[config.mk]
export PLATFORM = sky130hd
export DESIGN_NAME = debug_uart
export DESIGN_NICKNAME = d
export VERILOG_FILES = /design/src/monitor_pkg.sv /design/src/uart_pkg.sv /design/src/debug_uart.sv /design/src/uart_transmitter.sv /design/src/reply_buffer.sv /design/src/command_decoder.sv /design/src/uart_receiver.sv
export VERILOG_INCLUDE_DIRS = /design/src /design/src/src
export SDC_FILE = /design/constraint.sdc
export NUM_CORES = 1
export LEC_CHECK = 0
export BUFFER_PORTS_ARGS = -buffer_cell sky130_fd_sc_hd__buf_2
export CORE_MARGIN = 10
export CORE_UTILIZATION = 60
export DETAILED_ROUTE_END_ITERATION = 8
export HOLD_SLACK_MARGIN = 0.05
export PLACE_DENSITY = 0.78
export SYNTH_ARGS = -nofsm -noshare
export SYNTH_HDL_FRONTEND = slang
export SYNTH_SLANG_ARGS = --single-unit
[constraint.sdc]
create_clock -name uart_clock -period 11.1 [get_ports uart_clock]
set_clock_uncertainty 0.05 [all_clocks]
set_input_delay 2.775 -clock uart_clock [delete_from_list [all_inputs] [get_ports uart_clock]]
set_output_delay 2.775 -clock uart_clock [all_outputs]
set_load 0.01 [all_outputs]
[src/debug_uart_cfg.svh]
`ifndef DEBUG_UART_CFG_SVH
`define DEBUG_UART_CFG_SVH

// Character and storage sizes
`define BYTE_WIDTH 8
`define LINE_LENGTH 32
`define REPLY_DEPTH 32

// Processor side widths
`define ADDRESS_WIDTH 6
`define REG_WIDTH 16
`define DATA_WIDTH 8
`define PC_WIDTH 7
`define STEP_WIDTH 5

// Character codes
`define ASCII_ZERO 8'd48
`define ASCII_SPACE 8'd32
`define ASCII_CR 8'd13

// Field positions in the command line
`define ADDRESS_FIRST 2 // Address MSB
`define DATA_FIRST 9 // Write data MSB

`endif
[src/monitor_pkg.sv]
`default_nettype none

`include "debug_uart_cfg.svh"

package monitor_pkg;

	// Opcodes sit at their ASCII codes so line[0] casts straight in
	typedef enum logic [`BYTE_WIDTH-1:0] {
		CMD_STEP = 8'd43,
		CMD_CONTINUE = 8'd67,
		CMD_READ_DATA = 8'd68,
		CMD_WRITE_DATA = 8'd69,
		CMD_READ_REG = 8'd71,
		CMD_RESET = 8'd82,
		CMD_STOP = 8'd83,
		CMD_WRITE_REG = 8'd87,
		CMD_PC = 8'd112
	} command_t;

	typedef enum logic [2:0] {REPLY_IDLE, REPLY_LEAD_SPACE, REPLY_ADDRESS, REPLY_MID_SPACE,
		REPLY_VALUE} reply_state_t;

endpackage

`default_nettype wire

[src/uart_pkg.sv]
`default_nettype none

`include "debug_uart_cfg.svh"

package uart_pkg;

	typedef logic [`BYTE_WIDTH-1:0] uart_byte_t;

	typedef enum logic [1:0] {
		RX_IDLE,
		RX_DATA,
		RX_STOP
	} rx_state_t;

	typedef enum logic [1:0] {TX_IDLE, TX_START, TX_DATA, TX_STOP} tx_state_t;

endpackage

`default_nettype wire

[src/debug_uart.sv]
`default_nettype none
`timescale 1ns/1ns

`include "debug_uart_cfg.svh"

module debug_uart (
	input wire uart_clock,
	input wire reset,
	input wire uart_rx,
	output logic uart_tx,
	output logic cpu_continue,
	output logic cpu_stop,
	output logic cpu_reset,
	output logic cpu_step,
	output logic [`STEP_WIDTH-1:0] step_count,
	output logic [`ADDRESS_WIDTH-1:0] reg_read_address,
	input wire [`REG_WIDTH-1:0] reg_read_data,
	output logic [`ADDRESS_WIDTH-1:0] reg_write_address,
	output logic [`REG_WIDTH-1:0] reg_write_data,
	output logic reg_write_enable,
	output logic [`ADDRESS_WIDTH-1:0] data_read_address,
	input wire [`DATA_WIDTH-1:0] data_read_data,
	output logic [`ADDRESS_WIDTH-1:0] data_write_address,
	output logic [`DATA_WIDTH-1:0] data_write_data,
	output logic data_write_enable,
	input wire [`PC_WIDTH-1:0] program_counter
);

	logic [`BYTE_WIDTH-1:0] rx_byte;
	logic rx_valid;
	logic push;
	logic [`BYTE_WIDTH-1:0] push_byte;
	logic [`BYTE_WIDTH-1:0] head_byte;
	logic empty;
	logic pop;

	uart_receiver i_receiver (.uart_clock, .reset, .uart_rx, .rx_byte, .rx_valid);

	command_decoder i_decoder (
		.uart_clock, .reset, .rx_byte, .rx_valid,
		.reg_read_data, .data_read_data, .program_counter,
		.push, .push_byte,
		.cpu_continue, .cpu_stop, .cpu_reset, .cpu_step, .step_count,
		.reg_read_address, .reg_write_address, .reg_write_data, .reg_write_enable,
		.data_read_address, .data_write_address, .data_write_data, .data_write_enable
	);

	// Replies and echoes queue here while the line is busy
	reply_buffer i_buffer (.uart_clock, .reset, .push, .push_byte, .pop, .head_byte, .empty);

	uart_transmitter i_transmitter (.uart_clock, .reset, .head_byte, .empty, .pop, .uart_tx);

endmodule

`default_nettype wire

[src/uart_transmitter.sv]
`default_nettype none
`timescale 1ns/1ns

`include "debug_uart_cfg.svh"

module uart_transmitter import uart_pkg::*; (
	input wire uart_clock,
	input wire reset,
	input wire uart_byte_t head_byte,
	input wire empty,
	output logic pop,
	output logic uart_tx
);

	typedef logic [$clog2(`BYTE_WIDTH)-1:0] bit_count_t;

	tx_state_t state;
	uart_byte_t shift;
	bit_count_t bit_count;

	// Next character may follow straight after the stop bit
	assign pop = (state == TX_IDLE || state == TX_STOP) && !empty;

	always_ff @(posedge uart_clock or posedge reset) begin
		if (reset) begin
			state <= TX_IDLE;
			bit_count <= '0;
			uart_tx <= 1'b1;
		end else begin
			case (state)
				TX_IDLE, TX_STOP: begin
					if (!empty) begin
						state <= TX_START;
						uart_tx <= 1'b0;
					end else
						state <= TX_IDLE;
				end
				TX_START: begin
					state <= TX_DATA;
					uart_tx <= shift[0];
					bit_count <= '0;
				end
				TX_DATA: begin
					if (bit_count == bit_count_t'(`BYTE_WIDTH - 1)) begin
						state <= TX_STOP;
						uart_tx <= 1'b1;
					end else begin
						uart_tx <= shift[0];
						bit_count <= bit_count + 1'b1;
					end
				end
				default: state <= TX_IDLE;
			endcase
		end
	end

	always_ff @(posedge uart_clock) begin
		if (pop)
			shift <= head_byte;
		else if (state == TX_START || state == TX_DATA)
			shift <= shift >> 1; // LSB first
	end

endmodule

`default_nettype wire

[src/reply_buffer.sv]
`default_nettype none
`timescale 1ns/1ns

`include "debug_uart_cfg.svh"

module reply_buffer import uart_pkg::*; (
	input wire uart_clock,
	input wire reset,
	input wire push,
	input wire uart_byte_t push_byte,
	input wire pop,
	output uart_byte_t head_byte,
	output logic empty
);

	typedef logic [$clog2(`REPLY_DEPTH)-1:0] pointer_t;
	typedef logic [$clog2(`REPLY_DEPTH):0] count_t;

	uart_byte_t store [`REPLY_DEPTH];
	pointer_t read_pointer;
	pointer_t write_pointer;
	count_t count;
	logic full;
	logic do_push;
	logic do_pop;

	function automatic pointer_t advance(input pointer_t pointer);
		if (pointer == pointer_t'(`REPLY_DEPTH - 1))
			return '0;
		return pointer + 1'b1;
	endfunction

	assign full = count == count_t'(`REPLY_DEPTH);
	assign empty = count == '0;
	assign do_push = push && !full; // Lost when full
	assign do_pop = pop && !empty;
	assign head_byte = store[read_pointer];

	always_ff @(posedge uart_clock) begin
		if (do_push)
			store[write_pointer] <= push_byte;
	end

	always_ff @(posedge uart_clock or posedge reset) begin
		if (reset) begin
			read_pointer <= '0;
			write_pointer <= '0;
			count <= '0;
		end else begin
			if (do_push)
				write_pointer <= advance(write_pointer);
			if (do_pop)
				read_pointer <= advance(read_pointer);
			case ({do_push, do_pop})
				2'b10: count <= count + 1'b1;
				2'b01: count <= count - 1'b1;
				default: ; // Both or neither
			endcase
		end
	end

endmodule

`default_nettype wire

[src/command_decoder.sv]
`default_nettype none
`timescale 1ns/1ns

`include "debug_uart_cfg.svh"

module command_decoder import uart_pkg::*, monitor_pkg::*; (
	input wire uart_clock,
	input wire reset,
	input wire uart_byte_t rx_byte,
	input wire rx_valid,
	input wire [`REG_WIDTH-1:0] reg_read_data,
	input wire [`DATA_WIDTH-1:0] data_read_data,
	input wire [`PC_WIDTH-1:0] program_counter,
	output logic push,
	output uart_byte_t push_byte,
	output logic cpu_continue,
	output logic cpu_stop,
	output logic cpu_reset,
	output logic cpu_step,
	output logic [`STEP_WIDTH-1:0] step_count,
	output logic [`ADDRESS_WIDTH-1:0] reg_read_address,
	output logic [`ADDRESS_WIDTH-1:0] reg_write_address,
	output logic [`REG_WIDTH-1:0] reg_write_data,
	output logic reg_write_enable,
	output logic [`ADDRESS_WIDTH-1:0] data_read_address,
	output logic [`ADDRESS_WIDTH-1:0] data_write_address,
	output logic [`DATA_WIDTH-1:0] data_write_data,
	output logic data_write_enable
);

	typedef logic [$clog2(`LINE_LENGTH)-1:0] line_index_t;
	typedef logic [$clog2(`REG_WIDTH)-1:0] bit_index_t;
	typedef logic [`REG_WIDTH-1:0] word_t;

	uart_byte_t line [`LINE_LENGTH];
	line_index_t line_index;
	command_t command;
	reply_state_t reply_state;
	bit_index_t bit_index;
	bit_index_t value_msb;
	logic echo_valid;
	uart_byte_t echo_byte;
	uart_byte_t step_char;
	logic [`ADDRESS_WIDTH-1:0] line_address;
	word_t line_data;
	word_t field_word;

	// ASCII 0 and 1 differ only in bit 0
	always_comb begin
		for (int i = 0; i < `ADDRESS_WIDTH; i++)
			line_address[`ADDRESS_WIDTH - 1 - i] = line[`ADDRESS_FIRST + i][0];
		for (int i = 0; i < `REG_WIDTH; i++)
			line_data[`REG_WIDTH - 1 - i] = line[`DATA_FIRST + i][0];
	end

	assign step_char = line[`ADDRESS_FIRST] - `ASCII_ZERO;

	// Word whose bits go out as digits MSB first
	always_comb begin
		case (command)
			CMD_READ_REG: field_word = reg_read_data;
			CMD_WRITE_REG: field_word = reg_write_data;
			CMD_READ_DATA: field_word = word_t'(data_read_data);
			CMD_WRITE_DATA: field_word = word_t'(data_write_data);
			CMD_PC: field_word = word_t'(program_counter);
			default: field_word = '0;
		endcase
		if (reply_state == REPLY_ADDRESS)
			field_word = command == CMD_WRITE_REG ? word_t'(reg_write_address)
				: word_t'(data_write_address);
	end

	always_comb begin
		case (command)
			CMD_READ_DATA, CMD_WRITE_DATA: value_msb = bit_index_t'(`DATA_WIDTH - 1);
			CMD_PC: value_msb = bit_index_t'(`PC_WIDTH - 1);
			default: value_msb = bit_index_t'(`REG_WIDTH - 1);
		endcase
	end

	assign push = echo_valid || reply_state != REPLY_IDLE;

	always_comb begin
		case (reply_state)
			REPLY_ADDRESS, REPLY_VALUE: push_byte = `ASCII_ZERO + uart_byte_t'(field_word[bit_index]);
			REPLY_LEAD_SPACE, REPLY_MID_SPACE: push_byte = `ASCII_SPACE;
			default: push_byte = echo_byte;
		endcase
	end

	always_ff @(posedge uart_clock) begin
		if (rx_valid && rx_byte != `ASCII_CR)
			line[line_index] <= rx_byte;
		echo_byte <= rx_byte;
	end

	always_ff @(posedge uart_clock or posedge reset) begin
		if (reset) begin
			line_index <= '0;
			command <= CMD_CONTINUE;
			reply_state <= REPLY_IDLE;
			bit_index <= '0;
			echo_valid <= 1'b0;
			cpu_continue <= 1'b0;
			cpu_stop <= 1'b0;
			cpu_reset <= 1'b0;
			cpu_step <= 1'b0;
			step_count <= '0;
			reg_read_address <= '0;
			reg_write_address <= '0;
			reg_write_data <= '0;
			reg_write_enable <= 1'b0;
			data_read_address <= '0;
			data_write_address <= '0;
			data_write_data <= '0;
			data_write_enable <= 1'b0;
		end else begin
			cpu_continue <= 1'b0;
			cpu_stop <= 1'b0;
			cpu_reset <= 1'b0;
			cpu_step <= 1'b0;
			reg_write_enable <= 1'b0;
			data_write_enable <= 1'b0;
			echo_valid <= rx_valid && rx_byte != `ASCII_CR && reply_state == REPLY_IDLE;

			case (reply_state)
				REPLY_LEAD_SPACE: begin
					bit_index <= value_msb;
					if (command == CMD_WRITE_REG || command == CMD_WRITE_DATA) begin
						reply_state <= REPLY_ADDRESS;
						bit_index <= bit_index_t'(`ADDRESS_WIDTH - 1);
					end else if (command == CMD_READ_REG || command == CMD_READ_DATA
						|| command == CMD_PC)
						reply_state <= REPLY_VALUE;
					else
						reply_state <= REPLY_IDLE; // Space only
				end
				REPLY_ADDRESS: begin
					if (bit_index == '0)
						reply_state <= REPLY_MID_SPACE;
					else
						bit_index <= bit_index - 1'b1;
				end
				REPLY_MID_SPACE: begin
					reply_state <= REPLY_VALUE;
					bit_index <= value_msb;
				end
				REPLY_VALUE: begin
					if (bit_index == '0)
						reply_state <= REPLY_IDLE;
					else
						bit_index <= bit_index - 1'b1;
				end
				default: ;
			endcase

			if (rx_valid && rx_byte == `ASCII_CR) begin
				line_index <= '0;
				command <= command_t'(line[0]);
				reply_state <= REPLY_LEAD_SPACE;
				case (command_t'(line[0]))
					CMD_CONTINUE: cpu_continue <= 1'b1;
					CMD_STOP: cpu_stop <= 1'b1;
					CMD_RESET: cpu_reset <= 1'b1;
					CMD_STEP: begin
						cpu_step <= 1'b1;
						step_count <= step_char[`STEP_WIDTH-1:0];
					end
					CMD_READ_REG: reg_read_address <= line_address;
					CMD_WRITE_REG: begin
						reg_write_address <= line_address;
						reg_write_data <= line_data;
						reg_write_enable <= 1'b1;
					end
					CMD_READ_DATA: data_read_address <= line_address;
					CMD_WRITE_DATA: begin
						data_write_address <= line_address;
						data_write_data <= line_data[`REG_WIDTH-1 -: `DATA_WIDTH];
						data_write_enable <= 1'b1;
					end
					CMD_PC: ;
					default: reply_state <= REPLY_IDLE; // Unknown command sends nothing
				endcase
			end else if (rx_valid && line_index != line_index_t'(`LINE_LENGTH - 1))
				line_index <= line_index + 1'b1;
		end
	end

endmodule

`default_nettype wire

[src/uart_receiver.sv]
`default_nettype none
`timescale 1ns/1ns

`include "debug_uart_cfg.svh"

module uart_receiver import uart_pkg::*; (
	input wire uart_clock,
	input wire reset,
	input wire uart_rx,
	output uart_byte_t rx_byte,
	output logic rx_valid
);

	typedef logic [$clog2(`BYTE_WIDTH)-1:0] bit_count_t;

	rx_state_t state;
	bit_count_t bit_count;

	assign rx_valid = state == RX_STOP; // High for the stop bit cycle

	always_ff @(posedge uart_clock or posedge reset) begin
		if (reset) begin
			state <= RX_IDLE;
			bit_count <= '0;
		end else begin
			case (state)
				RX_IDLE: begin
					if (!uart_rx) begin // Start bit
						state <= RX_DATA;
						bit_count <= '0;
					end
				end
				RX_DATA: begin
					if (bit_count == bit_count_t'(`BYTE_WIDTH - 1))
						state <= RX_STOP;
					bit_count <= bit_count + 1'b1;
				end
				RX_STOP: state <= RX_IDLE; // Line level not checked
				default: state <= RX_IDLE;
			endcase
		end
	end

	// LSB arrives first and shifts towards bit 0
	always_ff @(posedge uart_clock) begin
		if (state == RX_DATA)
			rx_byte <= {uart_rx, rx_byte[`BYTE_WIDTH-1:1]};
	end

endmodule

`default_nettype wire

==> summary.txt, run 1 <==
Power
  • Sw Ratio: 28.4%
  • Leak Pwr: 0.00746 µW
  • Combinational power share: a little under a quarter
  • Internal cell power: 3260 µW
  • Power density cells: 231 mW/mm²
  • Psw: 1300 µW
  • Max IR drop VDD: 142 µV
  • Overall power: 4560 µW
  • Clk network pwr share: 30.4%
  • Seq pwr share: 45.8%

Layout
  • Final net count: 1,210
  • Ant. Diodes: 0
  • P&R area growth vs syn: 12.2%
  • Layout cells sized above 1: between 20 and 30%
  • Most frequent cells in the layout: edfxtp_1, dfrtp_1, buf_2, nor2_1, mux4_2
  • Final Util: 68.5%
  • Commonest non-fill, non-tap cell in the layout: edfxtp_1

GRT
  • Total grt overflow: 0
  • GRT met1 Usage: 27.9%
  • Overall Global Routing Usage: 21.2%
  • GRT busiest layer: met2
  • M3 GR Usage: 3.64%
  • Initial antenna violation count: 0
  • Largest net degree at the start of global routing: 68
  • Met2 Track Usage GR: about 36%
  • First-pass GRT wire length: roughly 60,000 µm
  • Vias in the first global route: 10,200

Clock tree
  • Setup Fix Bufs, Post-CTS: 0
  • CTS resizes: 0
  • Max Buffers Root-to-Sink: 3
  • # hold bufs at CTS: 0
  • Cts bufs inserted: 42
  • CTS tree: yes
  • Sink Count: 421
  • Worst skew pair latency: 0.54 ns
  • Clock root cell: clkbuf_16
  • H-tree levels: 2
  • Clock transition at path regs: around 0.060 ns

Floorplanning
  • Die height: between 150 and 200 µm
  • Row count: just over 60
  • Starting Density: between 60% and 70%
  • I/O Pins: 94
  • Core area: 0.0289 mm²
  • Die X: 191 µm
  • DIE AREA: 0.0366 mm²

Timing
  • Final Cycle Share: 42.9%
  • Total negative setup slack: 0 ns
  • Min Tclk post-route: 4.76 ns
  • Pins Over Slew Limit: 0
  • Relative slew slack: about 15%
  • Unrepaired setup endpoints after global routing: false
  • Final hold viol count: 0
  • Worst Tran Pin Value: 1.27 ns
  • Achievable Freq: 210 MHz
  • Final setup viols: 0

Critical path
  • Crit end category: flop
  • Arr. time, crit path: 5.02 ns
  • Crit path from: data_read_data[5]
  • CP Launch Type: primary input
  • Crit path required time: 11.36 ns
  • Crit Reg-Reg Startpoint: i_buffer.count[1]
  • Worst Path Max Fanout: 32
  • CP Class: in -> reg

Synth
  • Top cells by area, synth: edfxtp_1, dfrtp_1, mux4_2
  • EDFF count, synth: slightly above 300
  • Avg Inst Size Synth: roughly 17 µm²
  • Cell variety after synth: 72
  • Synth area leader: edfxtp_1
  • Post-synth ARST share: 25.4%
  • Syn_nets: 1,114
  • Seq cells post-synth: roughly 420
  • Yosys warnings: 0
  • Mapped Area: 0.0176 mm²
  • Ys flop type: edfxtp_1
  • Post-synth top area share: 52.2%
  • Register area share after synthesis: 68.3%
  • Cell count after synthesis: 1,055

Place
  • GPL Wtd Cong: between 0.8 and 0.9
  • Dpl hpwl: between 20,000 and 25,000 µm
  • Port bufs: 93

Outcome
  • Status: completed

Detailed routing
  • Wire per inst: 24.3 µm
  • Starting DRT DRC Count: ~810
  • Via count: ~9,700
  • Drt first pass iters: 6
  • DRT antenna net count: 0
  • DR vias/cell: 6.18
  • Total wire length: 38,100 µm
  • DRC Markers: 0

Flow run
  • # Max-Cap Violations: 0

Hold path
  • HP Start: i_receiver.rx_byte[6]
  • HP Class: reg -> reg
-- power by group through the flow --
| stage | clock, µW | sequential [µW] | combinational (µW) |
|---|---|---|---|
| 2_1_floorplan | 0 | 2050 | 841 |
| 3_3_place_gp | 0 | 2110 | 1030 |
| 3_5_place_dp | 0 | 2120 | 1080 |
| 4_1_cts | 1400 | 2090 | 1100 |
| 5_1_grt | 1460 | 2100 | 1200 |
| 6_report | 1390 | 2090 | 1090 |
-- final timing paths --
kind	end	slack, ns	cells past startpoint
setup reg to reg	i_buffer.count[5]	6.97	13
hold / removal	i_decoder.echo_byte[6]	0.37	0
min in group asynchronous	i_decoder.cpu_continue	2.32	2
setup / recovery	i_buffer.store[22][0]	6.34	9
max in group asynchronous	i_decoder.data_write_address[2]	7.52	3
hold reg to reg	i_decoder.echo_byte[6]	0.37	0
-- registers in the layout (all words and copies together), names as in the netlist, 3 cells and up --
| signal | cells |
|---|---|
| i_buffer.store | 256 |
| i_decoder.line | 34 |
| i_buffer.write_pointer | 5 |
| i_decoder.step_count | 5 |
| i_transmitter.bit_count | 3 |
| i_decoder.data_write_address | 6 |
| i_decoder.line_index | 5 |
| i_decoder.reg_read_address | 6 |
| i_decoder.command | 8 |
| i_decoder.data_read_address | 6 |
| i_transmitter.shift | 8 |
| i_buffer.read_pointer | 5 |
| i_decoder.reg_write_address | 6 |
| i_buffer.count | 6 |
| i_decoder.data_write_data | 8 |
| i_decoder.bit_index | 4 |
| i_receiver.rx_byte | 8 |
| i_decoder.echo_byte | 8 |
| i_decoder.reg_write_data | 16 |
| i_decoder.reply_state | 3 |
| i_receiver.bit_count | 3 |
-- cell usage after synthesis, types with 8 or more instances --
cell type  instances
buf_2             11
dfrtp_1          103
clkbuf_1          29
nor2_1            86
mux4_2            82
mux2_4            19
a221oi_1          10
nand3_1           15
edfxtp_1         306
nand2b_1           9
ha_1              24
nor3_1             9
nand2_1           57
o21ai_0           33
inv_1             24
a21oi_1           19
mux2i_1           18
mux2_2            39
mux2_1             9
dfxtp_1            8
-- area by class of cell --
| type | instances | area [µm²] |
|---|---|---|
| Tap cell | 384 | 480 |
| Fill cell | 1851 | 9100 |
| Inverter | 26 | 100 |
| Multi-Input combinational cell | 558 | 5260 |
| Clock inverter | 25 | 223 |
| Sequential cell | 421 | 12000 |
| Timing Repair Buffer | 102 | 541 |
| Clock buffer | 52 | 1120 |
-- worst max-delay path, stage by stage --
cell and delay (ns):
buf_2 0.07, or3b_2 0.42, a2111oi_0 0.54, o21ai_0 0.18
a21o_1 0.21, a21boi_0 0.17, o32ai_1 0.13, o211ai_1 0.20
buf_4 0.31
-- metrics by stage --
| stage | hold WS (ns) | std cells | instance area, µm² | setup slack, ns |
|---|---|---|---|---|
| after floorplan | 0.334 | 1055 | 17600 | 5.46 |
| after global placement | 0.364 | 1490 | 18400 | 5.87 |
| after detailed placement | 0.366 | 1490 | 18400 | 5.85 |
| after CTS | 0.381 | 1567 | 19700 | 6.37 |
| after global routing | 0.390 | 1568 | 19800 | 6.14 |
| final | 0.375 | 1568 | 19800 | 6.34 |
-- layer usage --
layer / vias to the layer above / part of all wire [%]
met2: 387 / 50
met4: 0 / 2.7
met3: 81 / 6.3
met1: 4939 / 41
met5: - / 0
li1: 4291 / -
-- kinds of logic (layout without fill, tap and decap cells) --
logic type	count (synthesis)	in the layout	share of synthesized area (%)
DFF	421	421	68.3
buffers and inverters	76	205	1.90
adders and majority gates	25	25	1.82
and+or+nand+nor	250	250	7.30
xor gates and xnor gates	11	11	0.547
AOI/OAI and AO/OA	105	105	3.91
muxes	167	167	16.2
Power figures use the tool's default switching activity.
==> inputs of run 2 (changes only) <==
Settings changed: CORE_UTILIZATION 60 to 55, PLACE_DENSITY 0.78 to 0.76.
Clock period 11.1 ns to 4 ns, I/O delays scaled along.
==> run 2 against run 1 <==
Effect of this change:
- cell area is 0.86% higher
- critical path depth decreased by 1
- sequential cell count unchanged
==> summary.txt, run 2 (synthesis results as in run 1) <==
Timing
  • Relative slew slack: 36.9%
  • Min Tclk post-route: 3.39 ns
  • Pins Over Slew Limit: 0
  • Hold_ws: 0.391 ns
  • Final setup viols: 0
  • Unrepaired setup endpoints after global routing: false
  • Worst Tran Pin Value: around 0.95 ns
  • Achievable Freq: roughly 290 MHz
  • Final hold viol count: 0
  • Total negative setup slack: 0 ns
  • Final Cycle Share: between 80 and 90%

Clock tree
  • Setup Fix Bufs, Post-CTS: 0
  • CTS tree: yes
  • Clock transition at path regs: 0.06 ns
  • Clock root cell: clkbuf_16
  • # hold bufs at CTS: 0
  • Max Buffers Root-to-Sink: 3
  • H-tree levels: 2
  • Cts bufs inserted: 42
  • Sink Count: between 400 and 500
  • CTS resizes: 0
  • Worst skew pair latency: 0.56 ns

Floorplanning
  • Row count: 65
  • Die height: 199 µm
  • I/O Pins: 94
  • Core area: 0.0316 mm²
  • Starting Density: between 50% and 60%
  • Die X: 199 µm
  • DIE AREA: a little under 0.04 mm²

Outcome
  • Status: completed

Critical path
  • CP Class: reg -> reg
  • Worst setup endpoint: i_buffer.store[21][0]
  • Reg2reg end: i_buffer.store[21][0]
  • Crit path required time: 4.29 ns
  • Crit end category: flop
  • CP Launch Type: flop
  • Flop2flop setup slack: 0.61 ns
  • Reg2Reg Depth: 8
  • Crit Reg-Reg Startpoint: i_decoder.command[0]
  • Arr. time, crit path: 3.69 ns
  • Worst Path Max Fanout: 32
  • Crit path from: i_decoder.command[0]

GRT
  • First-pass GRT wire length: 61,600 µm
  • Initial antenna violation count: 0
  • Vias in the first global route: between 10,000 and 15,000
  • Overall Global Routing Usage: between 20 and 25%
  • Largest net degree at the start of global routing: 60
  • Total grt overflow: 0

Layout
  • Area of the multi-input gates: between 0.005 and 0.006 mm²
  • FF/Latch Area: between 0.01 and 0.015 mm²
  • Max reg flops: 256
  • Layout cells sized above 1: 28.8%
  • Final net count: 1,221
  • Number of fillers in the final layout: ~2,200
  • P&R area growth vs syn: 13.2%
  • Ant. Diodes: 0
  • Most frequent cells in the layout: edfxtp_1, dfrtp_1, buf_2, nor2_1, mux4_2
  • Commonest non-fill, non-tap cell in the layout: edfxtp_1
  • Reg with most FFs: i_buffer.store
  • Top flop regs: i_buffer.store (256), i_decoder.line (34), i_decoder.reg_write_data (16)
  • Non-filler instance count after layout: 1,598

Place
  • Dpl hpwl: 25,900 µm
  • # placed instances: 1,520
  • Port bufs: 93
  • GPL Wtd Cong: 0.923

Flow run
  • # Max-Cap Violations: 0

Detailed routing
  • WL met1: ~17,000 µm
  • DRC Markers: 0
  • DR vias/cell: just over 6
  • DRT antenna net count: 0
  • Top Layer Used: met4
  • Met3 routed WL: 2600 µm
  • Wire per inst: 24.7 µm
  • Starting DRT DRC Count: 1,047
  • Total wire length: 39,500 µm
  • Drt first pass iters: 7
  • Met2 WL post-DR: roughly 19,000 µm
  • Via count: around 10,000

Power
  • Leak Pwr: 0.00754 µW
  • Power density cells: between 600 and 700 mW/mm²
  • Max IR drop VDD: between 400 and 500 µV

Hold path
  • HP Class: reg -> reg
run 2: worst min-delay path by stage:
stage	slack, ns	cells past startpoint	end	start
global placement	0.37	1	i_decoder.step_count[4]	i_decoder.line[2][4]
CTS	0.38	0	i_decoder.echo_byte[6]	i_receiver.rx_byte[6]
finish	0.39	0	i_decoder.echo_byte[6]	i_receiver.rx_byte[6]
detailed placement	0.37	0	i_decoder.echo_byte[6]	i_receiver.rx_byte[6]
floorplan	0.33	0	i_decoder.echo_byte[5]	i_receiver.rx_byte[5]
global route	0.41	1	i_decoder.step_count[4]	i_decoder.line[2][4]
run 2: where the power goes:
group	leakage (µW)	total [µW]	internal, µW	switching, µW
logic	0.00259	3080	1420	1660
registers	0.00427	5850	5450	404
clock network	0.000676	3890	2220	1670
total	0.00754	12800	9080	3740
run 2: final cells by class:
class | instances | area share (%)
sequential | 421 | 60.4
tap | 402 | 2.52
inverter | 26 | 0.502
clock inverter | 21 | 0.860
timing repair buffer | 113 | 3.28
multi-input combinational | 558 | 26.4
clock buffer | 57 | 6.08
run 2: routing by layer:
layer / GRT usage [%] / vias up
li1: - / 4315
met1: 27.7 / 5030
met2: 32.8 / 377
met3: 4.14 / 71
met4: 6.27 / 0
met5: 0 / -
run 2: critical path: stages, from the launching register on:
cell      delay, ns
dfstp_2        0.72
and4b_1        0.43
and3_1         0.48
a221oi_1       0.16
or4b_1         0.55
nor3_1         0.20
o311ai_1       0.13
o211ai_1       0.12
buf_4          0.32
run 2: metrics by stage:
stage / util (%) / worst slack [ns] / power, µW / area, µm²
after floorplan: - / 0.139 / 8010 / 17600
after global placement: 58.8 / 0.649 / 8890 / 18500
after detailed placement: 58.8 / 0.664 / 9030 / 18500
after CTS: 63.2 / 0.639 / 12900 / 19900
after global routing: 63.2 / 0.386 / 13400 / 19900
final: 63.2 / 0.606 / 12800 / 19900
==> inputs of run 3 (changes only) <==
Clock period 4 ns to 2.83 ns, I/O delays scaled along.
==> run 3 against run 2 <==
Effect of this change:
- cell area rose by 3.3%
- fmax up 23%
- hold slack worse by 0.19 ns
- cell count is 3.2% higher
- global-route usage rose by 0.39 points
- critical endpoint is now i_buffer.count[5]
- register-to-register slack lost 0.54 ns
- total power up 44%
- via count up 3.6%
- critical path depth rose by 5
==> summary.txt, run 3 (synthesis results as in run 1) <==
Critical path
  • Worst Path Max Fanout: 5
  • CP Class: reg -> reg
  • Flop2flop setup slack: roughly 0.070 ns
  • CP Launch Type: flop
  • Crit end category: flop
  • Arr. time, crit path: 3.12 ns
  • Crit path required time: ~3.2 ns

Power
  • Power density cells: 898 mW/mm²
  • Clk network pwr share: between 20% and 30%
  • Psw: 5420 µW
  • Internal cell power: 13,100 µW
  • Leak Pwr: 0.00784 µW
  • Max IR drop VDD: 514 µV
  • Sw Ratio: 29.3%
  • Seq pwr share: 43.6%
  • Combinational power share: between 20% and 30%

Detailed routing
  • DRT antenna net count: 0
  • Wire per inst: 24.9 µm
  • Starting DRT DRC Count: roughly 1,000
  • DR vias/cell: 6.15
  • Drt first pass iters: 5
  • Total wire length: 41,000 µm
  • DRC Markers: 0
  • Via count: 10,100

Place
  • Dpl hpwl: around 27,000 µm
  • Placed instance area: 0.0191 mm²
  • GPL Wtd Cong: between 0.9 and 1
  • Port bufs: 93

Layout
  • Final net count: 1,275
  • Ant. Diodes: 0
  • Layout cells sized above 1: 34.2%
  • Design area: 0.0206 mm²
  • Max reg flops: between 200 and 300
  • P&R area growth vs syn: 16.9%
  • Most frequent cells in the layout: edfxtp_1, dfrtp_1, buf_2, nor2_1, mux4_2
  • Number of fillers in the final layout: around 2,200
  • Reg with most FFs: i_buffer.store
  • Commonest non-fill, non-tap cell in the layout: edfxtp_1
  • Top flop regs: i_buffer.store (256), i_decoder.line (34), i_decoder.reg_write_data (16)

Timing
  • Final hold viol count: 0
  • Relative slew slack: around 39%
  • Achievable Freq: 362 MHz
  • Pins Over Slew Limit: 0
  • Worst Tran Pin Value: approximately 0.91 ns
  • Final setup viols: 0
  • Unrepaired setup endpoints after global routing: true
  • Total negative setup slack: 0 ns
  • Final Cycle Share: between 90% and 100%
  • Min Tclk post-route: between 2 and 3 ns

Clock tree
  • CTS tree: yes
  • Clock root cell: clkbuf_16
  • H-tree levels: 2
  • Max Buffers Root-to-Sink: 3
  • Sink Count: around 420
  • Cts bufs inserted: 42
  • Worst skew pair latency: 0.54 ns
  • # hold bufs at CTS: 0
  • Clock transition at path regs: approximately 0.060 ns

GRT
  • Vias in the first global route: approximately 10,000
  • Largest net degree at the start of global routing: 39
  • Total grt overflow: 0
  • Overall Global Routing Usage: 20.8%
  • GRT busiest layer: met2
  • GRT met1 Usage: 28.4%
  • First-pass GRT wire length: 62,800 µm
  • Met2 Track Usage GR: 34.0%
  • Initial antenna violation count: 0
  • M3 GR Usage: 3.73%

Floorplanning
  • Core area: 0.0316 mm²
  • Die height: between 150 and 200 µm
  • Starting Density: 55.8%
  • Die X: 199 µm
  • Row count: 65
  • I/O Pins: 94
  • DIE AREA: approximately 0.040 mm²

Flow run
  • # Max-Cap Violations: 0

Outcome
  • Status: completed

Hold path
  • HP Class: in -> async
[run 3: final timing paths]
kind                                       from                        endpoint  depth (start not counted)
setup / recovery              i_buffer.count[4]               i_buffer.count[5]                         13
hold / removal                            reset              i_decoder.cpu_step                          2
setup reg to reg              i_buffer.count[4]               i_buffer.count[5]                         13
hold reg to reg            i_decoder.line[2][4]         i_decoder.step_count[4]                          1
max in group asynchronous                 reset  i_decoder.reg_write_address[0]                          3
min in group uart_clock                 uart_rx           i_receiver.rx_byte[7]                          1
[run 3: layer usage]
metal | vias up | share of wire (%)
met3 | 66 | 7.4
met2 | 458 | 50
met4 | 0 | 2.3
met5 | - | 0
met1 | 5199 | 41
li1 | 4420 | -
[run 3: timing repair]
action | CTS | global route
buffers inserted | 0 | 8
gates cloned | 0 | 1
resized for setup | 3 | 35
hold endpoints to repair | 0 | 0
pin swaps | 1 | 11
endpoints found under the setup margin | 33 | 42
[run 3: power groups by stage]
stage | sequential, µW | combinational [µW] | clock, µW
global placement | 8150 | 4920 | 0
CTS | 8050 | 5110 | 5300
floorplan | 8040 | 3440 | 0
global route | 8100 | 5670 | 5540
detailed placement | 8170 | 5060 | 0
finish | 8050 | 5210 | 5220
[run 3: cell type report]
| type | instances | area, µm² | share of cell area, % |
|---|---|---|---|
| Clock buffer | 58 | 1150 | 5.60 |
| Clock inverter | 17 | 126 | 0.614 |
| Inverter | 26 | 104 | 0.505 |
| Multi-Input combinational cell | 558 | 5490 | 26.6 |
| Sequential cell | 421 | 12000 | 58.5 |
| Tap cell | 402 | 503 | 2.44 |
| Timing Repair Buffer | 167 | 1170 | 5.69 |
[run 3: metrics by stage]
step           total power (µW)  worst slack (ns)  cells  utilization (%)  hold WS, ns
2_1_floorplan             11500            -0.360   1055                -        0.334
3_3_place_gp              13100           -0.0494   1565             60.4        0.377
3_5_place_dp              13200           -0.0738   1565             60.4        0.369
4_1_cts                   18500           0.00355   1640             64.5        0.207
5_1_grt                   19300           -0.0909   1649             65.2        0.217
6_report                  18500            0.0701   1649             65.2        0.203
[run 3: worst max-delay path, stage by stage, from the launching register on]
cell and delay (ns):
dfrtp_1 0.37, or4_4 0.57, nor3_4 0.16, nand2b_4 0.18, inv_4 0.04, ha_4 0.18, ha_4 0.21, a21o_1 0.15
a21oi_2 0.13, o21bai_1 0.10, a21oi_2 0.13, xnor2_1 0.12, nor2_1 0.07, xor2_1 0.15
